===== src/rtl/jsp_consts.svh =====
`ifndef JSP_CONSTS_SVH
`define JSP_CONSTS_SVH

// Byte FIFO geometry
`define JSP_FIFO_DEPTH 8
// Fill counts must hold 0 through the full depth
`define JSP_CNT_W 4

// 16550 register map, 3-bit Wishbone address
`define JSP_ADR_DATA 3'd0
`define JSP_ADR_IER  3'd1
// Reads as IIR, writes as FCR
`define JSP_ADR_IIR  3'd2
`define JSP_ADR_LCR  3'd3
`define JSP_ADR_MCR  3'd4
`define JSP_ADR_LSR  3'd5
`define JSP_ADR_MSR  3'd6
`define JSP_ADR_SCR  3'd7

// IIR codes, highest priority first
`define JSP_IIR_RX   8'h04
`define JSP_IIR_THRE 8'h02
`define JSP_IIR_NONE 8'h01

`endif


===== src/rtl/jsp_pkg.sv =====
package jsp_pkg;

`include "jsp_consts.svh"

  ////////////////////////////////////////////////////////////
  // Debug host port
  ////////////////////////////////////////////////////////////

  // Host request, strobes last one cycle
  typedef struct packed {
    logic       wr_strobe;
    logic       rd_strobe;
    logic [7:0] data;
  } dbg_req_t;

  // Byte on offer plus fill levels seen by the host
  typedef struct packed {
    logic [7:0]            data;
    logic [`JSP_CNT_W-1:0] bytes_avail;
    logic [`JSP_CNT_W-1:0] bytes_free;
  } dbg_rsp_t;

  ////////////////////////////////////////////////////////////
  // Wishbone slave port
  ////////////////////////////////////////////////////////////

  typedef struct packed {
    logic       cyc;
    logic       stb;
    logic       we;
    logic [2:0] adr;
    logic [7:0] dat;
  } wb_req_t;

  typedef struct packed {
    logic [7:0] dat;
    logic       ack;
    logic       err;
  } wb_rsp_t;

  ////////////////////////////////////////////////////////////
  // Byte FIFO control and status
  ////////////////////////////////////////////////////////////

  // en qualifies, push selects push (1) or pop (0)
  typedef struct packed {
    logic en;
    logic push;
  } fifo_cmd_t;

  typedef struct packed {
    logic [`JSP_CNT_W-1:0] avail;
    logic [`JSP_CNT_W-1:0] free;
  } fifo_stat_t;

endpackage


===== src/rtl/jsp_byte_fifo.sv =====
`timescale 1ns/1ps
`include "jsp_consts.svh"

module jsp_byte_fifo (
  input  logic                wb_clk_i,
  input  logic                rst_i,
  input  logic                clr_i,
  input  jsp_pkg::fifo_cmd_t  cmd_i,
  input  logic [7:0]          data_i,
  output logic [7:0]          data_o,
  output jsp_pkg::fifo_stat_t stat_o
);

  // Pointers wrap on their own, depth is a power of two
  localparam int PTR_W = $clog2(`JSP_FIFO_DEPTH);
  localparam logic [`JSP_CNT_W-1:0] DEPTH = `JSP_CNT_W'(`JSP_FIFO_DEPTH);

  logic [7:0]            mem [`JSP_FIFO_DEPTH];
  logic [PTR_W-1:0]      wr_ptr;
  logic [PTR_W-1:0]      rd_ptr;
  logic [`JSP_CNT_W-1:0] count;
  logic                  do_push;
  logic                  do_pop;

  // Drop push when full, ignore pop when empty
  assign do_push = cmd_i.en & cmd_i.push & (count != DEPTH);
  assign do_pop  = cmd_i.en & ~cmd_i.push & (count != '0);

  // Storage array
  always_ff @(posedge wb_clk_i) begin
    if (do_push) begin
      mem[wr_ptr] <= data_i;
    end
  end

  // Pointers and occupancy
  always_ff @(posedge wb_clk_i or posedge rst_i) begin
    if (rst_i) begin
      wr_ptr <= '0;
      rd_ptr <= '0;
      count  <= '0;
    end else if (clr_i) begin
      // Synchronous flush from FCR
      wr_ptr <= '0;
      rd_ptr <= '0;
      count  <= '0;
    end else if (do_push) begin
      wr_ptr <= wr_ptr + 1'b1;
      count  <= count + 1'b1;
    end else if (do_pop) begin
      rd_ptr <= rd_ptr + 1'b1;
      count  <= count - 1'b1;
    end
  end

  // Head is always visible
  assign data_o = mem[rd_ptr];

  assign stat_o.avail = count;
  assign stat_o.free  = DEPTH - count;

endmodule


===== src/rtl/jsp_fifo_ctrl.sv =====
`timescale 1ns/1ps

module jsp_fifo_ctrl (
  input  logic                wb_clk_i,
  input  logic                rst_i,
  input  jsp_pkg::dbg_req_t   dbg_req_i,
  input  logic                bus_rd_i,
  input  logic                bus_wr_i,
  input  jsp_pkg::fifo_stat_t rx_stat_i,
  input  jsp_pkg::fifo_stat_t tx_stat_i,
  input  logic [7:0]          tx_head_i,
  output jsp_pkg::fifo_cmd_t  rx_cmd_o,
  output jsp_pkg::fifo_cmd_t  tx_cmd_o,
  output logic [7:0]          rx_din_o,
  output logic [7:0]          dbg_data_o,
  output logic                data_ack_o
);

  typedef enum logic [1:0] {RX_IDLE, RX_PUSH, RX_POP} rx_state_e;
  typedef enum logic [1:0] {TX_IDLE, TX_PUSH, TX_POP, TX_LATCH} tx_state_e;

  rx_state_e  rx_state;
  rx_state_e  rx_next;
  tx_state_e  tx_state;
  tx_state_e  tx_next;
  logic [7:0] wr_byte;
  logic [7:0] dbg_data;
  logic       wr_pend;
  logic       rd_pend;
  logic       latch_due;
  logic       wr_req;
  logic       pop_req;
  logic       tx_empty;

  ////////////////////////////////////////////////////////////
  // Debug side latches
  ////////////////////////////////////////////////////////////

  // Byte offered by the host
  always_ff @(posedge wb_clk_i) begin
    if (dbg_req_i.wr_strobe) begin
      wr_byte <= dbg_req_i.data;
    end
  end

  // Pending flags, a new strobe wins over the clear
  always_ff @(posedge wb_clk_i or posedge rst_i) begin
    if (rst_i) begin
      wr_pend   <= 1'b0;
      rd_pend   <= 1'b0;
      latch_due <= 1'b0;
    end else begin
      if (dbg_req_i.wr_strobe) begin
        wr_pend <= 1'b1;
      end else if (rx_state == RX_PUSH) begin
        wr_pend <= 1'b0;
      end
      if (dbg_req_i.rd_strobe) begin
        rd_pend <= 1'b1;
      end else if (tx_state == TX_POP) begin
        rd_pend <= 1'b0;
      end
      // A write may cut in right after a pop, head reload still owed
      if (tx_state == TX_POP) begin
        latch_due <= 1'b1;
      end else if (tx_state == TX_LATCH) begin
        latch_due <= 1'b0;
      end
    end
  end

  // Strobe counts as a request in its own cycle
  assign wr_req   = wr_pend | dbg_req_i.wr_strobe;
  assign tx_empty = (tx_stat_i.avail == '0);
  assign pop_req  = (rd_pend | dbg_req_i.rd_strobe) & ~tx_empty;

  ////////////////////////////////////////////////////////////
  // Rx sequencing, bus read first
  ////////////////////////////////////////////////////////////

  always_ff @(posedge wb_clk_i or posedge rst_i) begin
    if (rst_i) begin
      rx_state <= RX_IDLE;
      tx_state <= TX_IDLE;
    end else begin
      rx_state <= rx_next;
      tx_state <= tx_next;
    end
  end

  always_comb begin
    rx_next = RX_IDLE;
    case (rx_state)
      RX_IDLE: begin
        if (bus_rd_i) begin
          rx_next = RX_POP;
        end else if (wr_req) begin
          rx_next = RX_PUSH;
        end
      end
      // Read seen here is always a fresh request
      RX_PUSH: begin
        if (bus_rd_i) begin
          rx_next = RX_POP;
        end
      end
      // Read still held while acked, so no repeat
      RX_POP: begin
        if (wr_req) begin
          rx_next = RX_PUSH;
        end
      end
      default: rx_next = RX_IDLE;
    endcase
  end

  ////////////////////////////////////////////////////////////
  // Tx sequencing, bus write first
  ////////////////////////////////////////////////////////////

  always_comb begin
    tx_next = TX_IDLE;
    case (tx_state)
      TX_IDLE, TX_LATCH: begin
        if (bus_wr_i) begin
          tx_next = TX_PUSH;
        end else if (pop_req) begin
          tx_next = TX_POP;
        end
      end
      TX_PUSH: begin
        // First byte into empty tx, or head owed after a pop
        if (tx_empty || latch_due) begin
          tx_next = TX_LATCH;
        end else if (pop_req) begin
          tx_next = TX_POP;
        end
      end
      TX_POP: begin
        tx_next = bus_wr_i ? TX_PUSH : TX_LATCH;
      end
      default: tx_next = TX_IDLE;
    endcase
  end

  // Byte shown to the host
  always_ff @(posedge wb_clk_i) begin
    if (tx_state == TX_LATCH) begin
      dbg_data <= tx_head_i;
    end
  end

  // FIFO commands
  assign rx_cmd_o.en   = ((rx_state == RX_PUSH) & (rx_stat_i.free != '0)) |
                         ((rx_state == RX_POP) & (rx_stat_i.avail != '0));
  assign rx_cmd_o.push = (rx_state == RX_PUSH);
  assign tx_cmd_o.en   = (tx_state == TX_PUSH) | (tx_state == TX_POP);
  assign tx_cmd_o.push = (tx_state == TX_PUSH);

  assign rx_din_o   = wr_byte;
  assign dbg_data_o = dbg_data;
  // Bus data cycle ends here
  assign data_ack_o = (rx_state == RX_POP) | (tx_state == TX_PUSH);

endmodule


===== src/rtl/jsp_uart_regs.sv =====
`timescale 1ns/1ps
`include "jsp_consts.svh"

module jsp_uart_regs (
  input  logic                wb_clk_i,
  input  logic                rst_i,
  input  jsp_pkg::wb_req_t    wb_req_i,
  input  logic                data_ack_i,
  input  jsp_pkg::fifo_stat_t rx_stat_i,
  input  jsp_pkg::fifo_stat_t tx_stat_i,
  input  jsp_pkg::fifo_cmd_t  tx_cmd_i,
  input  logic [7:0]          rx_head_i,
  output jsp_pkg::wb_rsp_t    wb_rsp_o,
  output logic                bus_rd_o,
  output logic                bus_wr_o,
  output logic                rx_clr_o,
  output logic                tx_clr_o,
  output logic                int_o
);

  logic [3:0] ier;
  logic [7:0] lcr;
  logic [7:0] scr;
  logic [7:0] lsr;
  logic [7:0] iir;
  logic [7:0] rd_dat;
  logic       thr_arm;
  logic       req;
  logic       data_sel;
  logic       iir_sel;
  logic       iir_read;
  logic       rx_not_empty;
  logic       tx_not_full;
  logic       tx_going_empty;

  ////////////////////////////////////////////////////////////
  // Bus decode
  ////////////////////////////////////////////////////////////

  assign req      = wb_req_i.cyc & wb_req_i.stb;
  // DLAB turns address 0 into a plain register
  assign data_sel = (wb_req_i.adr == `JSP_ADR_DATA) & ~lcr[7];
  assign iir_sel  = (wb_req_i.adr == `JSP_ADR_IIR);

  assign bus_rd_o = req & ~wb_req_i.we & data_sel;
  assign bus_wr_o = req & wb_req_i.we & data_sel;
  assign iir_read = req & ~wb_req_i.we & iir_sel;

  // FCR flush bits
  assign rx_clr_o = req & wb_req_i.we & iir_sel & wb_req_i.dat[1];
  assign tx_clr_o = req & wb_req_i.we & iir_sel & wb_req_i.dat[2];

  // Writable registers
  always_ff @(posedge wb_clk_i or posedge rst_i) begin
    if (rst_i) begin
      ier <= '0;
      lcr <= '0;
      scr <= '0;
    end else if (req && wb_req_i.we) begin
      case (wb_req_i.adr)
        `JSP_ADR_IER: begin
          if (!lcr[7]) begin
            ier <= wb_req_i.dat[3:0];
          end
        end
        `JSP_ADR_LCR: lcr <= wb_req_i.dat;
        `JSP_ADR_SCR: scr <= wb_req_i.dat;
        default: ;
      endcase
    end
  end

  ////////////////////////////////////////////////////////////
  // Status and interrupt
  ////////////////////////////////////////////////////////////

  assign rx_not_empty = (rx_stat_i.avail != '0);
  assign tx_not_full  = (tx_stat_i.free != '0);
  // Last byte leaving tx
  assign tx_going_empty = tx_cmd_i.en & ~tx_cmd_i.push & (tx_stat_i.avail == 1);

  assign lsr = {1'b0, tx_not_full, tx_not_full, 4'h0, rx_not_empty};

  // THR interrupt arm, an IIR read acknowledges it
  always_ff @(posedge wb_clk_i or posedge rst_i) begin
    if (rst_i) begin
      thr_arm <= 1'b0;
    end else if (bus_wr_o || tx_going_empty) begin
      thr_arm <= 1'b1;
    end else if (iir_read && !rx_not_empty) begin
      thr_arm <= 1'b0;
    end
  end

  always_comb begin
    if (rx_not_empty) begin
      iir = `JSP_IIR_RX;
    end else if (thr_arm && tx_not_full) begin
      iir = `JSP_IIR_THRE;
    end else begin
      iir = `JSP_IIR_NONE;
    end
  end

  assign int_o = (tx_not_full & thr_arm & ier[1]) | (rx_not_empty & ier[0]);

  // Read data mux, address 0 shows rx head in both DLAB states
  always_comb begin
    case (wb_req_i.adr)
      `JSP_ADR_DATA: rd_dat = rx_head_i;
      `JSP_ADR_IER:  rd_dat = {4'h0, ier};
      `JSP_ADR_IIR:  rd_dat = iir;
      `JSP_ADR_LCR:  rd_dat = lcr;
      `JSP_ADR_LSR:  rd_dat = lsr;
      `JSP_ADR_MSR:  rd_dat = 8'h0b;
      `JSP_ADR_SCR:  rd_dat = scr;
      // MCR not implemented
      default:       rd_dat = 8'h00;
    endcase
  end

  // Registers ack at once, data waits for the control module
  assign wb_rsp_o.dat = rd_dat;
  assign wb_rsp_o.ack = (req & ~data_sel) | data_ack_i;
  assign wb_rsp_o.err = 1'b0;

endmodule


===== src/rtl/jsp_wb_bridge.sv =====
`timescale 1ns/1ps

module jsp_wb_bridge (
  input  logic              wb_clk_i,
  input  logic              rst_i,
  input  jsp_pkg::dbg_req_t dbg_req_i,
  input  jsp_pkg::wb_req_t  wb_req_i,
  output jsp_pkg::dbg_rsp_t dbg_rsp_o,
  output jsp_pkg::wb_rsp_t  wb_rsp_o,
  output logic              int_o
);

  jsp_pkg::fifo_cmd_t  rx_cmd;
  jsp_pkg::fifo_cmd_t  tx_cmd;
  jsp_pkg::fifo_stat_t rx_stat;
  jsp_pkg::fifo_stat_t tx_stat;
  logic [7:0]          rx_din;
  logic [7:0]          rx_head;
  logic [7:0]          tx_head;
  logic [7:0]          dbg_data;
  logic                bus_rd;
  logic                bus_wr;
  logic                data_ack;
  logic                rx_clr;
  logic                tx_clr;

  ////////////////////////////////////////////////////////////
  // Sequencing between debug port and bus
  ////////////////////////////////////////////////////////////

  jsp_fifo_ctrl jsp_fifo_ctrl_i (
    .wb_clk_i  (wb_clk_i),
    .rst_i     (rst_i),
    .dbg_req_i (dbg_req_i),
    .bus_rd_i  (bus_rd),
    .bus_wr_i  (bus_wr),
    .rx_stat_i (rx_stat),
    .tx_stat_i (tx_stat),
    .tx_head_i (tx_head),
    .rx_cmd_o  (rx_cmd),
    .tx_cmd_o  (tx_cmd),
    .rx_din_o  (rx_din),
    .dbg_data_o(dbg_data),
    .data_ack_o(data_ack)
  );

  // Debug host to bus
  jsp_byte_fifo rx_fifo (
    .wb_clk_i(wb_clk_i),
    .rst_i   (rst_i),
    .clr_i   (rx_clr),
    .cmd_i   (rx_cmd),
    .data_i  (rx_din),
    .data_o  (rx_head),
    .stat_o  (rx_stat)
  );

  // Bus to debug host, fed straight from write data
  jsp_byte_fifo tx_fifo (
    .wb_clk_i(wb_clk_i),
    .rst_i   (rst_i),
    .clr_i   (tx_clr),
    .cmd_i   (tx_cmd),
    .data_i  (wb_req_i.dat),
    .data_o  (tx_head),
    .stat_o  (tx_stat)
  );

  jsp_uart_regs jsp_uart_regs_i (
    .wb_clk_i  (wb_clk_i),
    .rst_i     (rst_i),
    .wb_req_i  (wb_req_i),
    .data_ack_i(data_ack),
    .rx_stat_i (rx_stat),
    .tx_stat_i (tx_stat),
    .tx_cmd_i  (tx_cmd),
    .rx_head_i (rx_head),
    .wb_rsp_o  (wb_rsp_o),
    .bus_rd_o  (bus_rd),
    .bus_wr_o  (bus_wr),
    .rx_clr_o  (rx_clr),
    .tx_clr_o  (tx_clr),
    .int_o     (int_o)
  );

  // Host reads from tx and writes into rx
  assign dbg_rsp_o.data        = dbg_data;
  assign dbg_rsp_o.bytes_avail = tx_stat.avail;
  assign dbg_rsp_o.bytes_free  = rx_stat.free;

endmodule


===== config.mk =====
export PLATFORM = sky130hd
export DESIGN_NAME = jsp_wb_bridge
export DESIGN_NICKNAME = d
export VERILOG_FILES = /design/src/rtl/jsp_pkg.sv /design/src/rtl/jsp_byte_fifo.sv /design/src/rtl/jsp_fifo_ctrl.sv /design/src/rtl/jsp_uart_regs.sv /design/src/rtl/jsp_wb_bridge.sv
export VERILOG_INCLUDE_DIRS = /design/src /design/src/rtl
export SDC_FILE = /design/constraint.sdc
export NUM_CORES = 1
export LEC_CHECK = 0
export BUFFER_PORTS_ARGS = -buffer_cell sky130_fd_sc_hd__buf_4
export CORE_MARGIN = 2
export CORE_UTILIZATION = 43
export CTS_BUF_LIST = sky130_fd_sc_hd__clkbuf_16
export DETAILED_ROUTE_END_ITERATION = 10
export HOLD_SLACK_MARGIN = 0.1
export PLACE_DENSITY = 0.69
export SLEW_MARGIN = 40
export SYNTH_ARGS = -nofsm -noshare
export SYNTH_HDL_FRONTEND = slang
export SYNTH_SLANG_ARGS = --single-unit

===== constraint.sdc =====
create_clock -name wb_clk_i -period 2.55 [get_ports wb_clk_i]
set_input_delay 0.51 -clock wb_clk_i [delete_from_list [all_inputs] [get_ports wb_clk_i]]
set_output_delay 0.51 -clock wb_clk_i [all_outputs]
set_load 0.01 [all_outputs]

==> results.cfg <==
[logic_synthesis]
yosys.area_share.simple_pct = 6.17
yosys_warnings = 0
synth-compound-area-share_pct = 4.66
synth_ff_type = edfxtp_1
synthAdderAreaFrac_pct = 2.24
syn_area_mm2 = 0.00817
synthCells = 492
async_flop_share_pct = 25.0
synth_nets = 532
synth-xor-area-share_pct = 1.29
synth_top_family_by_area = multiplexers
synth-edff-count = 144
avgSynthCellArea_um2 = 16.6
ys_seq_elements = 192
yosysSeqAreaShare_pct = 67.7
yosysUniqueCellTypes = 58
synth_mux_area_share_pct = 15.3

[pwr]
pwr-share-seq_pct = 41.6
irDropWorstVdd_uv = 554
power_density_mw_per_mm2 = 1090
p_sw_uw = 3270
swShare_pct = 30.7
p_comb_share_pct = 33.9
p_int_uw = 7370
pwr-share-clk_pct = 24.5
cellLeakagePower_uw = 0.00361

[floorplanning]
pin_count = 53
coreArea_mm2 = 0.0186
die-area_mm2 = 0.0201
die_h_um = 142
fp-row-count = 50
initial_utilization_pct = 43.8
die_w_um = 142

[worst_setup_path]
worst-setup-path-type = reg -> out
setup.worst_path.end_class = primary output
start_kind = register
crit_required_ns = 2.04
path_max_fanout = 4
r2r_end = rx_fifo.count[3]
arrival_ns = 2.24
ff2ff_path_depth = 11
r2r_start = rx_fifo.count[1]
regToRegSetupSlack_ns = 0.12

[hold_path]
worstHoldPathType = in -> async

[route]
postRouteAntennaNets = 0
drc = 0
vias = 4548
drtPass1Iterations = 4
first_iter_violations = 261
via_per_inst = 5.47
wl_um = 15700
post_drt_wl_per_cell_um = 19.0

[clock_tree]
cts_tree = built
cts_buffers = 17
cts_max_level = 4
clock_latency_ns = 0.42
cts.sink_count = 192
cts_root_buffer = clkbuf_16
clk_pin_slew_worst_paths_ns = 0.07
clockBufferDepth = 2

[place]
port_buffers = 51
dpl.hpwl_um = 10700
dp_cells = 788
place_ws_ns = 0.107
place.gp.congestion = 0.810

[final_layout]
syn_to_final_growth_pct = 20.0
layout_common_cells = 144 x edfxtp_1, 97 x buf_4, 45 x dfrtp_1, 32 x mux2_2, 32 x mux4_2
layout.cells.non_filler = 831
diodes = 0
final_common_cell = edfxtp_1
nets = 624
fillers = 1494
drive_above_1_share_pct = 38.2

[timing]
fmax_mhz = 363
rsz0062_at_grt = yes
fin_ws_ns = -0.202
tightest_slew_ns = 0.635
period_share_pct = 108
fin_skew_ns = 0.00561
min_period_ns = 2.75
setup-violations-final = 6
hold_viol = 0
slew_headroom_pct = 57.6
slew_violations = 0

[run]
maxCapViolCount = 0

[outcome]
violations = setup timing
status = finished, violations left

[grt]
track_usage_pct = 16.4
grt_pass1_vias = 4704
grt_pass1_wl_um = 25100
gr-total-overflow = 0
antenna_found_initial = 0
grt_max_degree = 49
-- timing repair --
item                       4_1_cts  5_1_grt
pin swaps                        1        2
hold buffers                     0        0
setup buffers                    9        2
setup endpoints to repair        9        9
gates resized for setup         27        6
-- sequential cells by signal, summed over array words and instances (netlist names), 4 cells and up --
signal,flops
jsp_uart_regs_i.ier,4
jsp_fifo_ctrl_i.dbg_data_o,8
jsp_uart_regs_i.scr,8
rx_fifo.count,4
tx_fifo.mem,64
jsp_uart_regs_i.lcr,8
rx_fifo.mem,64
tx_fifo.count,4
jsp_fifo_ctrl_i.rx_din_o,8
-- cells by family after synthesis --
group                      after synthesis
AOI/OAI and AO/OA                       52
muxes                                   81
adders and majority gates               14
buffers and inverters                   46
other                                    1
and+or+nand+nor                         94
DFF                                    192
xor gates and xnor gates                12
-- routing by layer --
metal,track usage [%],vias up,routed length [µm]
li1,-,2084,-
met1,20.0,2370,6830
met2,29.3,77,8290
met3,3.54,17,428
met4,4.95,0,196
met5,0,-,0
-- cells in the mapped netlist (all sizes together), types with 3 or more instances --
master,number,share of area (%)
nor4,3,0.23
nand3b,3,0.28
nor2,21,0.97
nor3b,3,0.28
nor2b,3,0.23
a21o,3,0.28
o21ai,8,0.49
or4,3,0.32
dfrtp,48,15
o21a,3,0.28
mux2,32,4.4
xnor2,6,0.64
ha,13,2.0
nand3,9,0.55
inv,18,0.83
nor3,17,1.2
edfxtp,144,53
nand2b,4,0.31
mux4,32,8.8
a21oi,11,0.67
o22ai,5,0.38
or3,3,0.23
a22oi,3,0.28
mux2i,17,2.1
nand2,17,0.78
xor2,6,0.64
clkbuf,9,0.43
buf,19,1.4
-- cell type report --
cell class / instances / area [µm²] / area share (%)
Tap cell: 234 / 293 / 2.99
Clock buffer: 17 / 425 / 4.34
Sequential cell: 192 / 5530 / 56.4
Multi-Input combinational cell: 254 / 2540 / 25.9
Clock inverter: 15 / 161 / 1.65
Inverter: 18 / 67.6 / 0.689
Timing Repair Buffer: 101 / 782 / 7.98
-- critical path, cell delays in order, from the launching register on --
cell	delay, ns
dfrtp_1	0.40
inv_2	0.09
ha_4	0.12
or3b_4	0.40
or4_4	0.46
o221ai_4	0.21
buf_6	0.13
-- worst max-delay path by stage --
stage / from / end / slack [ns]
6_report: rx_fifo.count[1] / wb_rsp_o[3] / -0.20
3_5_place_dp: rx_fifo.count[1] / wb_rsp_o[3] / 0.11
4_1_cts: rx_fifo.rd_ptr[0] / wb_rsp_o[2] / -0.18
5_1_grt: rx_fifo.count[1] / wb_rsp_o[3] / -0.27
3_3_place_gp: rx_fifo.count[0] / wb_rsp_o[3] / 0.15
2_1_floorplan: rx_fifo.count[0] / rx_fifo.count[3] / 0.1
-- power groups by stage --
stage	clock network, µW	logic (µW)	registers, µW
CTS	2670	3590	4420
detailed placement	0	3350	4490
global route	2780	3930	4490
floorplan	0	2420	4350
finish	2600	3610	4430
global placement	0	3250	4450
-- through the flow --
stage	utilization (%)	total power [µW]	TNS (ns)	hold slack (ns)	instance area [µm²]
global route	52.6	11200	-1.26	0.241	9800
global placement	48.2	7700	0	0.463	8990
finish	52.6	10600	-0.687	0.259	9800
floorplan	-	6770	0	0.436	8170
CTS	52.3	10700	-0.771	0.239	9760
detailed placement	48.2	7830	0	0.466	8990
(Power assumes the default switching activity.)
